<file path="src/rtl/rv_isa_pkg.sv">
package rv_isa_pkg;

    // ------------------------------------------------------------------
    // Major opcodes as encoded in instruction bits 6 to 0
    // ------------------------------------------------------------------
    typedef enum logic [6:0] {
        OP_LUI    = 7'b0110111,
        OP_AUIPC  = 7'b0010111,
        OP_JAL    = 7'b1101111,
        OP_JALR   = 7'b1100111,
        OP_BRANCH = 7'b1100011,
        OP_LOAD   = 7'b0000011,
        OP_STORE  = 7'b0100011,
        OP_OP_IMM = 7'b0010011,
        OP_OP     = 7'b0110011,
        OP_IMM_32 = 7'b0011011,
        OP_OP_32  = 7'b0111011,
        OP_SYSTEM = 7'b1110011
    } opcode_t;

    // ALU operations picked by the decoder
    // Set-compare ops give 0 or 1, branches map onto them
    typedef enum logic [3:0] {
        ALU_ADD, ALU_SUB, ALU_AND, ALU_OR,
        ALU_XOR, ALU_SLL, ALU_SRL, ALU_SRA,
        ALU_SLT, ALU_SLTU, ALU_SEQ, ALU_SNE,
        ALU_SGE, ALU_SGEU
    } alu_op_t;

    // Jump conditions
    // JUMP_ON_ALU takes the jump when the ALU result is one
    typedef enum logic [1:0] {
        JUMP_NEVER,
        JUMP_ALWAYS,
        JUMP_ON_ALU
    } jump_cond_t;

endpackage

</file>
<file path="src/rtl/ex_stage_pkg.sv">
package ex_stage_pkg;

    // ------------------------------------------------------------------
    // Datapath widths
    // ------------------------------------------------------------------
    // Default register width of the core
    localparam int XLEN_DEFAULT = 64;
    // Width of W-suffixed operations
    localparam int WORD_W = 32;
    // Instruction word
    localparam int INSTR_W = 32;

    typedef logic [INSTR_W-1:0] instr_t;
    typedef logic [WORD_W-1:0]  word_t;

    // ------------------------------------------------------------------
    // Sequencer states
    // ------------------------------------------------------------------
    typedef enum logic {
        // Waiting for execute_enable
        EX_IDLE,
        // ALU result registered on the way out
        EX_COMPUTE
    } ex_state_t;

endpackage

</file>
<file path="src/rtl/ex_operand_if.sv">
interface ex_operand_if
    import rv_isa_pkg::*, ex_stage_pkg::*;
#(
    parameter int XLEN = XLEN_DEFAULT
);
    // Operands as the ALU sees them
    logic [XLEN-1:0] operand_a;
    logic [XLEN-1:0] operand_b;
    alu_op_t         alu_op;
    // Low-word operation with sign extension
    logic            word_op;

    // Held from one capture to the next
    modport source (output operand_a, operand_b, alu_op, word_op);
    modport sink (input operand_a, operand_b, alu_op, word_op);

endinterface

</file>
<file path="src/rtl/ex_operand_select.sv">
module ex_operand_select
    import rv_isa_pkg::*, ex_stage_pkg::*;
#(
    parameter int XLEN = XLEN_DEFAULT
) (
    input  logic            clk,
    input  logic            reset,
    input  logic            capture,
    input  logic            bubble,
    input  opcode_t         op_code,
    input  alu_op_t         alu_op,
    input  logic            word_op,
    input  logic [XLEN-1:0] pc,
    input  logic [XLEN-1:0] reg_a,
    input  logic [XLEN-1:0] reg_b,
    input  logic [XLEN-1:0] immed,
    ex_operand_if.source    ops
);
    logic [XLEN-1:0] sel_a;
    logic [XLEN-1:0] sel_b;
    alu_op_t         sel_op;
    logic            sel_word;

    // ------------------------------------------------------------------
    // Operand choice by major opcode
    // ------------------------------------------------------------------
    always_comb begin
        sel_op   = alu_op;
        sel_word = word_op;
        case (op_code)
            OP_AUIPC: begin
                sel_a = pc;
                sel_b = immed;
            end
            OP_LUI: begin
                sel_a = '0;
                sel_b = immed;
            end
            // Link address pc + 4
            OP_JAL, OP_JALR: begin
                sel_a = pc;
                sel_b = XLEN'(4);
            end
            OP_BRANCH, OP_OP, OP_OP_32: begin
                sel_a = reg_a;
                sel_b = reg_b;
            end
            // OP_IMM, IMM_32, LOAD, STORE and SYSTEM
            default: begin
                sel_a = reg_a;
                sel_b = immed;
            end
        endcase
        // Bubble becomes 0 + 0
        if (bubble) begin
            sel_a    = '0;
            sel_b    = '0;
            sel_op   = ALU_ADD;
            sel_word = 1'b0;
        end
    end

    always_ff @(posedge clk) begin
        if (reset) begin
            ops.operand_a <= '0;
            ops.operand_b <= '0;
            ops.alu_op    <= ALU_ADD;
            ops.word_op   <= 1'b0;
        end else if (capture) begin
            ops.operand_a <= sel_a;
            ops.operand_b <= sel_b;
            ops.alu_op    <= sel_op;
            ops.word_op   <= sel_word;
        end
    end

    // Decoder must hand over a defined ALU operation
    assert property (@(posedge clk) disable iff (reset)
        capture |=> ops.alu_op inside {[ALU_ADD:ALU_SGEU]});

endmodule

</file>
<file path="src/rtl/ex_alu.sv">
module ex_alu
    import rv_isa_pkg::*, ex_stage_pkg::*;
#(
    parameter int XLEN = XLEN_DEFAULT
) (
    input  logic            clk,
    input  logic            reset,
    input  logic            compute,
    ex_operand_if.sink      ops,
    output logic [XLEN-1:0] result
);
    localparam int SHAMT_W  = $clog2(XLEN);
    localparam int WSHAMT_W = $clog2(WORD_W);

    logic [SHAMT_W-1:0]  shamt;
    logic [WSHAMT_W-1:0] wshamt;
    word_t               a_lo;
    word_t               b_lo;
    word_t               word_res;
    logic [XLEN-1:0]     full_res;
    logic [XLEN-1:0]     result_next;
    logic                lt_s;
    logic                lt_u;

    // Shift amounts come from the low bits of operand b only
    assign shamt  = ops.operand_b[SHAMT_W-1:0];
    assign wshamt = ops.operand_b[WSHAMT_W-1:0];
    assign a_lo   = ops.operand_a[WORD_W-1:0];
    assign b_lo   = ops.operand_b[WORD_W-1:0];

    // Shared less-than for SLT/SGE and their unsigned forms
    assign lt_s = $signed(ops.operand_a) < $signed(ops.operand_b);
    assign lt_u = ops.operand_a < ops.operand_b;

    // ------------------------------------------------------------------
    // Full-width operations
    // ------------------------------------------------------------------
    always_comb begin
        case (ops.alu_op)
            ALU_ADD:  full_res = ops.operand_a + ops.operand_b;
            ALU_SUB:  full_res = ops.operand_a - ops.operand_b;
            ALU_AND:  full_res = ops.operand_a & ops.operand_b;
            ALU_OR:   full_res = ops.operand_a | ops.operand_b;
            ALU_XOR:  full_res = ops.operand_a ^ ops.operand_b;
            ALU_SLL:  full_res = ops.operand_a << shamt;
            ALU_SRL:  full_res = ops.operand_a >> shamt;
            ALU_SRA:  full_res = $signed(ops.operand_a) >>> shamt;
            ALU_SLT:  full_res = XLEN'(lt_s);
            ALU_SLTU: full_res = XLEN'(lt_u);
            ALU_SEQ:  full_res = XLEN'(ops.operand_a == ops.operand_b);
            ALU_SNE:  full_res = XLEN'(ops.operand_a != ops.operand_b);
            ALU_SGE:  full_res = XLEN'(!lt_s);
            ALU_SGEU: full_res = XLEN'(!lt_u);
            default:  full_res = '0;
        endcase
    end

    // ------------------------------------------------------------------
    // Word-mode operations on the low 32 bits
    // ------------------------------------------------------------------
    always_comb begin
        case (ops.alu_op)
            ALU_ADD: word_res = a_lo + b_lo;
            ALU_SUB: word_res = a_lo - b_lo;
            ALU_SLL: word_res = a_lo << wshamt;
            ALU_SRL: word_res = a_lo >> wshamt;
            // Arithmetic shift of the signed low word
            ALU_SRA: word_res = $signed(a_lo) >>> wshamt;
            default: word_res = '0;
        endcase
    end

    // Word results are sign-extended from bit 31
    assign result_next = ops.word_op
        ? {{(XLEN-WORD_W){word_res[WORD_W-1]}}, word_res}
        : full_res;

    always_ff @(posedge clk) begin
        if (reset) begin
            result <= '0;
        end else if (compute) begin
            result <= result_next;
        end
    end

    // Decoder sets word mode only for ADDW, SUBW and the W shifts
    assert property (@(posedge clk) disable iff (reset)
        compute && ops.word_op
            |-> ops.alu_op inside {ALU_ADD, ALU_SUB, ALU_SLL, ALU_SRL, ALU_SRA});

endmodule

</file>
<file path="src/rtl/ex_branch_resolve.sv">
module ex_branch_resolve
    import rv_isa_pkg::*, ex_stage_pkg::*;
#(
    parameter int XLEN = XLEN_DEFAULT
) (
    input  logic            clk,
    input  logic            reset,
    input  logic            capture,
    input  logic            bubble,
    input  jump_cond_t      jump_if,
    input  logic            jump_absolute,
    input  logic [XLEN-1:0] pc,
    input  logic [XLEN-1:0] reg_a,
    input  logic [XLEN-1:0] immed,
    input  logic [XLEN-1:0] alu_result,
    output logic            jump_taken,
    output logic [XLEN-1:0] jump_pc
);
    jump_cond_t      cond_q;
    logic [XLEN-1:0] target_q;
    logic            alu_true;

    // Condition and target held until the next capture
    always_ff @(posedge clk) begin
        if (reset) begin
            cond_q   <= JUMP_NEVER;
            target_q <= '0;
        end else if (capture) begin
            // Bubble never jumps
            cond_q   <= bubble ? JUMP_NEVER : jump_if;
            // JALR is rs1-relative, branches and JAL pc-relative
            target_q <= (jump_absolute ? reg_a : pc) + immed;
        end
    end

    // Branch compares leave exactly one in the ALU result
    assign alu_true = (alu_result == XLEN'(1));

    always_comb begin
        case (cond_q)
            JUMP_ALWAYS: jump_taken = 1'b1;
            JUMP_ON_ALU: jump_taken = alu_true;
            default:     jump_taken = 1'b0;
        endcase
    end

    assign jump_pc = jump_taken ? target_q : '0;

endmodule

</file>
<file path="src/rtl/ex_sequencer.sv">
module ex_sequencer
    import ex_stage_pkg::*;
(
    input  logic   clk,
    input  logic   reset,
    input  logic   execute_enable,
    input  logic   flush,
    input  instr_t instruction,
    output logic   capture,
    output logic   bubble,
    output logic   compute,
    output logic   execute_done
);
    ex_state_t state;
    ex_state_t state_next;

    // Accept only from idle so one instruction is in flight at most
    assign capture = (state == EX_IDLE) && execute_enable && !flush;
    // All-zero word is a pipeline bubble
    assign bubble  = (instruction == '0);
    assign compute = (state == EX_COMPUTE);

    // ------------------------------------------------------------------
    // Next state
    // ------------------------------------------------------------------
    always_comb begin
        state_next = state;
        case (state)
            EX_IDLE: begin
                if (capture) begin
                    state_next = EX_COMPUTE;
                end
            end
            // Single compute cycle, flushed or not
            EX_COMPUTE: state_next = EX_IDLE;
            default:    state_next = EX_IDLE;
        endcase
    end

    always_ff @(posedge clk) begin
        if (reset) begin
            state        <= EX_IDLE;
            execute_done <= 1'b0;
        end else begin
            state        <= state_next;
            // Flush in the compute cycle drops the done pulse
            execute_done <= compute && !flush;
        end
    end

    // Done is a single-cycle pulse
    assert property (@(posedge clk) disable iff (reset)
        execute_done |=> !execute_done);

    // No new instruction while one is computing
    assert property (@(posedge clk) disable iff (reset)
        capture |=> compute && !capture);

endmodule

</file>
<file path="src/rtl/execute_stage.sv">
module execute_stage
    import rv_isa_pkg::*, ex_stage_pkg::*;
#(
    parameter int XLEN = XLEN_DEFAULT
) (
    input  logic            clk,
    input  logic            reset,
    input  logic            execute_enable,
    input  logic            flush,
    input  instr_t          instruction,
    input  logic [XLEN-1:0] pc,
    input  logic [XLEN-1:0] reg_a,
    input  logic [XLEN-1:0] reg_b,
    input  opcode_t         op_code,
    input  alu_op_t         alu_op,
    input  logic            word_op,
    input  logic [XLEN-1:0] immed,
    input  jump_cond_t      jump_if,
    input  logic            jump_absolute,
    output logic [XLEN-1:0] alu_data_out,
    output logic [XLEN-1:0] jump_pc,
    output logic            jump_taken,
    output logic            execute_done
);
    // Strobes from the sequencer
    logic capture;
    logic bubble;
    logic compute;

    ex_operand_if #(.XLEN(XLEN)) ops_if ();

    // ------------------------------------------------------------------
    // Control
    // ------------------------------------------------------------------
    ex_sequencer sequencer_i (
        .clk            (clk),
        .reset          (reset),
        .execute_enable (execute_enable),
        .flush          (flush),
        .instruction    (instruction),
        .capture        (capture),
        .bubble         (bubble),
        .compute        (compute),
        .execute_done   (execute_done)
    );

    // ------------------------------------------------------------------
    // Datapath
    // ------------------------------------------------------------------
    ex_operand_select #(.XLEN(XLEN)) operand_select_i (
        .clk     (clk),
        .reset   (reset),
        .capture (capture),
        .bubble  (bubble),
        .op_code (op_code),
        .alu_op  (alu_op),
        .word_op (word_op),
        .pc      (pc),
        .reg_a   (reg_a),
        .reg_b   (reg_b),
        .immed   (immed),
        .ops     (ops_if.source)
    );

    ex_alu #(.XLEN(XLEN)) alu_i (
        .clk     (clk),
        .reset   (reset),
        .compute (compute),
        .ops     (ops_if.sink),
        .result  (alu_data_out)
    );

    // Jump decision reads the registered ALU result
    ex_branch_resolve #(.XLEN(XLEN)) branch_resolve_i (
        .clk           (clk),
        .reset         (reset),
        .capture       (capture),
        .bubble        (bubble),
        .jump_if       (jump_if),
        .jump_absolute (jump_absolute),
        .pc            (pc),
        .reg_a         (reg_a),
        .immed         (immed),
        .alu_result    (alu_data_out),
        .jump_taken    (jump_taken),
        .jump_pc       (jump_pc)
    );

endmodule

</file>
<file path="config.mk">
export PLATFORM = sky130hd
export DESIGN_NAME = execute_stage
export DESIGN_NICKNAME = d
export VERILOG_FILES = /design/src/rtl/rv_isa_pkg.sv /design/src/rtl/ex_stage_pkg.sv /design/src/rtl/ex_operand_if.sv /design/src/rtl/ex_operand_select.sv /design/src/rtl/ex_alu.sv /design/src/rtl/ex_branch_resolve.sv /design/src/rtl/ex_sequencer.sv /design/src/rtl/execute_stage.sv
export SDC_FILE = /design/constraint.sdc
export NUM_CORES = 2
export LEC_CHECK = 0
export BUFFER_PORTS_ARGS = -buffer_cell sky130_fd_sc_hd__buf_2
export CAP_MARGIN = 10
export CORE_ASPECT_RATIO = 1.5
export CORE_MARGIN = 1
export CORE_UTILIZATION = 66
export CTS_CLUSTER_DIAMETER = 40
export CTS_CLUSTER_SIZE = 40
export DETAILED_ROUTE_END_ITERATION = 10
export HOLD_SLACK_MARGIN = 0.08
export PLACE_DENSITY = 0.95
export REMOVE_ABC_BUFFERS = 1
export SKIP_CTS_REPAIR_TIMING = 1
export SLEW_MARGIN = 5
export SYNTH_ARGS = -nofsm -noshare
export SYNTH_HDL_FRONTEND = slang
export SYNTH_SLANG_ARGS = --single-unit
</file>
<file path="constraint.sdc">
create_clock -name clk -period 9.9 [get_ports clk]
set_clock_uncertainty 0.05 [all_clocks]
set_input_delay 0.495 -clock clk [delete_from_list [all_inputs] [get_ports clk]]
set_output_delay 0.495 -clock clk [all_outputs]
set_load 0.01 [all_outputs]
</file>
==> flow_summary_export.csv, run 1 <==
group,metric,value,unit
outcome,status,"did not finish",
outcome,haltStage,"5_1_grt",
outcome,firstError,"[ERROR GRT-0116] Global routing finished with congestion. Check the congestion regions in the DRC Viewer.",
synth,yosysUniqueCellTypes,112,
grt,grt_use_total,68.3,%
synth,synth_top_family_by_area,"compound AO/OA/AOI/OAI gates",
die,ios,437,
synth,netlist_area,38900,sq um
die,die_w,200,um
synth,synth_fa_ha_area_share,9.54,%
clock_network,clockBufferDepth,3,
grt,grt_max_degree,168,
grt,overflow,186,
synth,async_flop_share,0,%
synth,synth_top_area_share,13.6,%
placement,dp_worst_setup_slack,3090,ps
grt,first_global_vias,50700,
synth,yosysSeqAreaShare,13.6,%
synth,synth_compound_area_share,31.8,%
synth,synth.area.mux_share,12.7,%
synth,synth_area_leaders,"dfxtp_1, ha_1, a21oi_1, nor2_1, mux4_2",
synth,synth_seq_cells,265,
clock_network,clockRootBuffer,"clkbuf_16",
synth,yosysWarnings,0,
synth,synth_xor_area_share,3.00,%
grt,grt_pass1_wl,312000,um
die,row_count,108,
synth,post-synth-top-area-cell,"dfxtp_1",
clock_network,numCtsBuffers,39,
synth,synth_simple_gate_area_share,22.3,%
synth,synth_edf_count,0,
clock_network,cts.sinks,265,
synth,syn_inst,5529,
die,die_y,299,um
placement,place_inst,6370,
placement,portBuffers,436,
synth,postSynthAreaPerCell,7.03,sq um
placement,place.gp.congestion,1.48,
die,start_util,66.9,%
clock_network,htree_levels,2,
synth,dominantRegCellSynth,"dfxtp_1",
placement,place_hpwl,138000,um
## cell families after synthesis
logic type      after synthesis
compound gates             1942
simple gates               1914
buf+inv                     666
mux                         315
fa+ha+maj                   294
flops                       265
xor+xnor                    133
## per-layer routing
metal,global-route usage (%),GRT overflow
met1,67.3,3
met2,87.5,81
met3,51.3,7
met4,67.4,95
met5,22.6,0
## cells in the mapped netlist, drive strengths merged, types with 107 or more instances
master    n
buf     136
nor2    780
inv     226
a21oi   693
nand3   142
dfxtp   265
nor3    107
mux4    132
a22oi   112
nand2   487
o21ai   364
ha      290
clkbuf  299
## through the flow
step	instance area (sq um)	TNS [ps]	hold WS (ps)
after floorplan	37000	-91050	367
after global placement	40800	0	378
after detailed placement	40800	0	386
after CTS	42200	0	10.5
==> run 2, diff against run 1 <==
- CORE_ASPECT_RATIO: 1.5 -> default
- CORE_UTILIZATION: 66 -> 40
- CTS_CLUSTER_DIAMETER: 40 -> default
- CTS_CLUSTER_SIZE: 40 -> default
- HOLD_SLACK_MARGIN: 0.08 -> default
- PLACE_DENSITY: 0.95 -> default
- PLACE_DENSITY_LB_ADDON: default -> 0.15
==> flow_summary_export.csv, run 2 <==
group,metric,value,unit
layout,drive_gt1_share,16.3,%
die,ios,437,
grt,antenna_found_initial,22,
worst_setup_path,critical_path.max_fanout,36,
synth,postSynthAreaPerCell,7.03,sq um
power_and_ir_drop,powerDensity,120,nW/um^2
grt,overflow,0,
clock_network,clkLatencyLatePin,670,ps
synth,synth_top_family_by_area,"compound AO/OA/AOI/OAI gates",
synth,synth_top_area_share,13.6,%
layout,nNetsFinal,6291,
route,first_pass_iters,10,
route,drc_errors,0,
hold_path,hold_depth,2,
die,die_w,314,um
sta,fmaxAchievable,148,MHz
synth,synth_simple_gate_area_share,22.3,%
hold_path,hp-start,"flush",
power_and_ir_drop,ir_drop,0.134,mV
die,die_area,98500,sq um
worst_setup_path,r2r_end,"alu_i.result[48]",
synth,yosysUniqueCellTypes,112,
sta,rsz0062_at_grt,"no",
grt,grt_use_total,45.0,%
clock_network,clockBufferDepth,3,
grt,first_global_vias,43500,
synth,synth_edf_count,0,
clock_network,htree_levels,2,
synth,synth_seq_cells,265,
worst_setup_path,arrival,7230,ps
placement,place_area,41900,sq um
sta,drv_slew,3,
route,vias,47900,
placement,dp_worst_setup_slack,3350,ps
layout,area_growth,11.1,%
layout,mostFrequentLayoutCells,"nor2_1, a21oi_1, nand2_1",
route,viasPerCell,6.85,
sta,hold_viol,0,
worst_setup_path,rrSetupSlack,3130,ps
synth,synth_most_common_cell,"nor2_1",
layout,n_fill_cell,10200,
route,drt_iter0_drc,7110,
synth,dominantRegCellSynth,"dfxtp_1",
clock_network,cts_tree,"yes",
die,row_count,113,
hold_path,hold_path_end,"sequencer_i.execute_done",
die,die_y,314,um
grt,grt_max_degree,131,
worst_setup_path,reg2regPathDepth,20,
clock_network,clkSlewWorstSetupHoldPaths,70,ps
worst_setup_path,rr_startpoint,"operand_select_i.ops.operand_b[4]",
clock_network,numCtsBuffers,40,
die,core,95600,sq um
worst_setup_path,crit_required,10350,ps
job,drv_cap,1,
sta,min_period_over_period,68.4,%
placement,place.gp.congestion,1.09,
sta,setup_viol,0,
synth,post-synth-top-area-cell,"dfxtp_1",
synth,async_flop_share,0,%
grt,grt_pass1_wl,323000,um
synth,synth_compound_area_share,31.8,%
placement,portBuffers,436,
outcome,violations,"capacitance limit, slew limit",
synth,synth_xor_area_share,3.00,%
layout,layout_commonest_cell,"nor2_1",
clock_network,cts.sinks,265,
worst_setup_path,worstSetupStartpointType,"flop",
layout,multi_input_area,31000,sq um
route,ant_nets,0,
layout,regArea,5330,sq um
synth,yosysSeqAreaShare,13.6,%
power_and_ir_drop,power,0.00517,W
sta,fin_tns_setup,0,ps
hold_path,holdCritPathClass,"input pin to flop",
route,avgRoutedWirePerCell,33.0,um
synth,synth_area_leaders,"dfxtp_1, ha_1, a21oi_1, nor2_1, mux4_2",
power_and_ir_drop,p_leak,17.3,nW
sta,timing.final.crit_period,6770,ps
die,start_util,40.7,%
synth,synth_fa_ha_area_share,9.54,%
route,routed_wl,231000,um
synth,synthTopCellsByCount,"nor2_1, a21oi_1, nand2_1",
placement,place_hpwl,180000,um
synth,yosysWarnings,0,
layout,fin_area,43200,sq um
synth,netlist_area,38900,sq um
worst_setup_path,worst-setup-path-type,"flop to flop",
worst_setup_path,end_kind,"flop",
synth,synth.area.mux_share,12.7,%
outcome,status,"finished with violations",
clock_network,clockRootBuffer,"clkbuf_16",
sta,worstMarginPinSlew,1540,ps
sta,setup_slack,3130,ps
synth,syn_inst,5529,
sta,relSlewSlack,-3.96,%
sta,holdWs,21.3,ps
## run 2: cell counts after synthesis
Identical to the previous run, type by type.
## run 2: cells by family (layout without fill, tap and decap cells)
| group | count (synthesis) | after routing |
|---|---|---|
| AOI/OAI and AO/OA | 1942 | 1942 |
| DFF | 265 | 265 |
| other | 0 | 7 |
| adders and majority gates | 294 | 294 |
| and+or+nand+nor | 1914 | 1914 |
| xor gates and xnor gates | 133 | 133 |
| buffers and inverters | 666 | 855 |
| muxes | 315 | 315 |
## run 2: worst max-delay path by stage
| stage | start | end | slack [ps] | cells after the start |
|---|---|---|---|---|
| after global placement | operand_select_i.ops.operand_b[4] | alu_i.result[48] | 3390 | 20 |
| after global routing | operand_select_i.ops.operand_b[4] | alu_i.result[54] | 2880 | 20 |
| after floorplan | operand_select_i.ops.operand_b[0] | alu_i.result[57] | -2250 | 18 |
| after CTS | operand_select_i.ops.operand_b[4] | alu_i.result[48] | 3320 | 20 |
| final | operand_select_i.ops.operand_b[4] | alu_i.result[48] | 3130 | 20 |
| after detailed placement | operand_select_i.ops.operand_b[4] | alu_i.result[48] | 3350 | 20 |
## run 2: final cells by class
class | count | share of cell area, %
Antenna cell | 7 | 0.0405
Clock buffer | 54 | 2.58
Clock inverter | 16 | 0.478
Inverter | 231 | 2.02
Multi-Input combinational cell | 4598 | 71.7
Sequential cell | 265 | 12.3
Tap cell | 1265 | 3.66
Timing Repair Buffer | 554 | 7.21
## run 2: through the flow
step / util, % / std cells
after floorplan: - / 5094
after global placement: 43.8 / 6912
after detailed placement: 43.8 / 6912
after CTS: 45.2 / 6982
after global routing: 45.2 / 6983
final: 45.2 / 6990
## run 2: report_power, final
group	leakage [nW]	total, W	internal, W	switching [W]
Combinational	14.5	0.00241	0.000789	0.00162
Sequential	2.17	0.00124	0.00113	0.000112
Clock	0.641	0.00152	0.000850	0.000671
Total	17.3	0.00517	0.00277	0.00241
## run 2: worst max-delay path: stages (launching register included)
cell and delay [ps]:
dfxtp_4 510, nor3_4 500, and3_1 350, and3_1 400, nand3_1 150, nor4_1 600, nor2b_1 320, a31oi_1 130
xnor2_1 140, ha_1 390, a21oi_1 320, o21bai_1 100, a21oi_1 390, or3b_1 400, a31oi_1 200, o41a_1 190
nand3_2 270, nand2b_4 430, or2_4 370, nor4_2 270, a211oi_1 100
## run 2: layer usage
| metal | global-route usage, % | up-vias | wire (um) | share of wire (%) |
|---|---|---|---|---|
| met1 | 61.4 | 23100 | 94800 | 41 |
| met2 | 63.0 | 3334 | 91700 | 40 |
| li1 | - | 20800 | - | - |
| met5 | 0 | - | 185 | 0.080 |
| met4 | 20.5 | 26 | 12500 | 5.4 |
| met3 | 15.3 | 608 | 31500 | 14 |
Power figures use the tool's default switching activity.
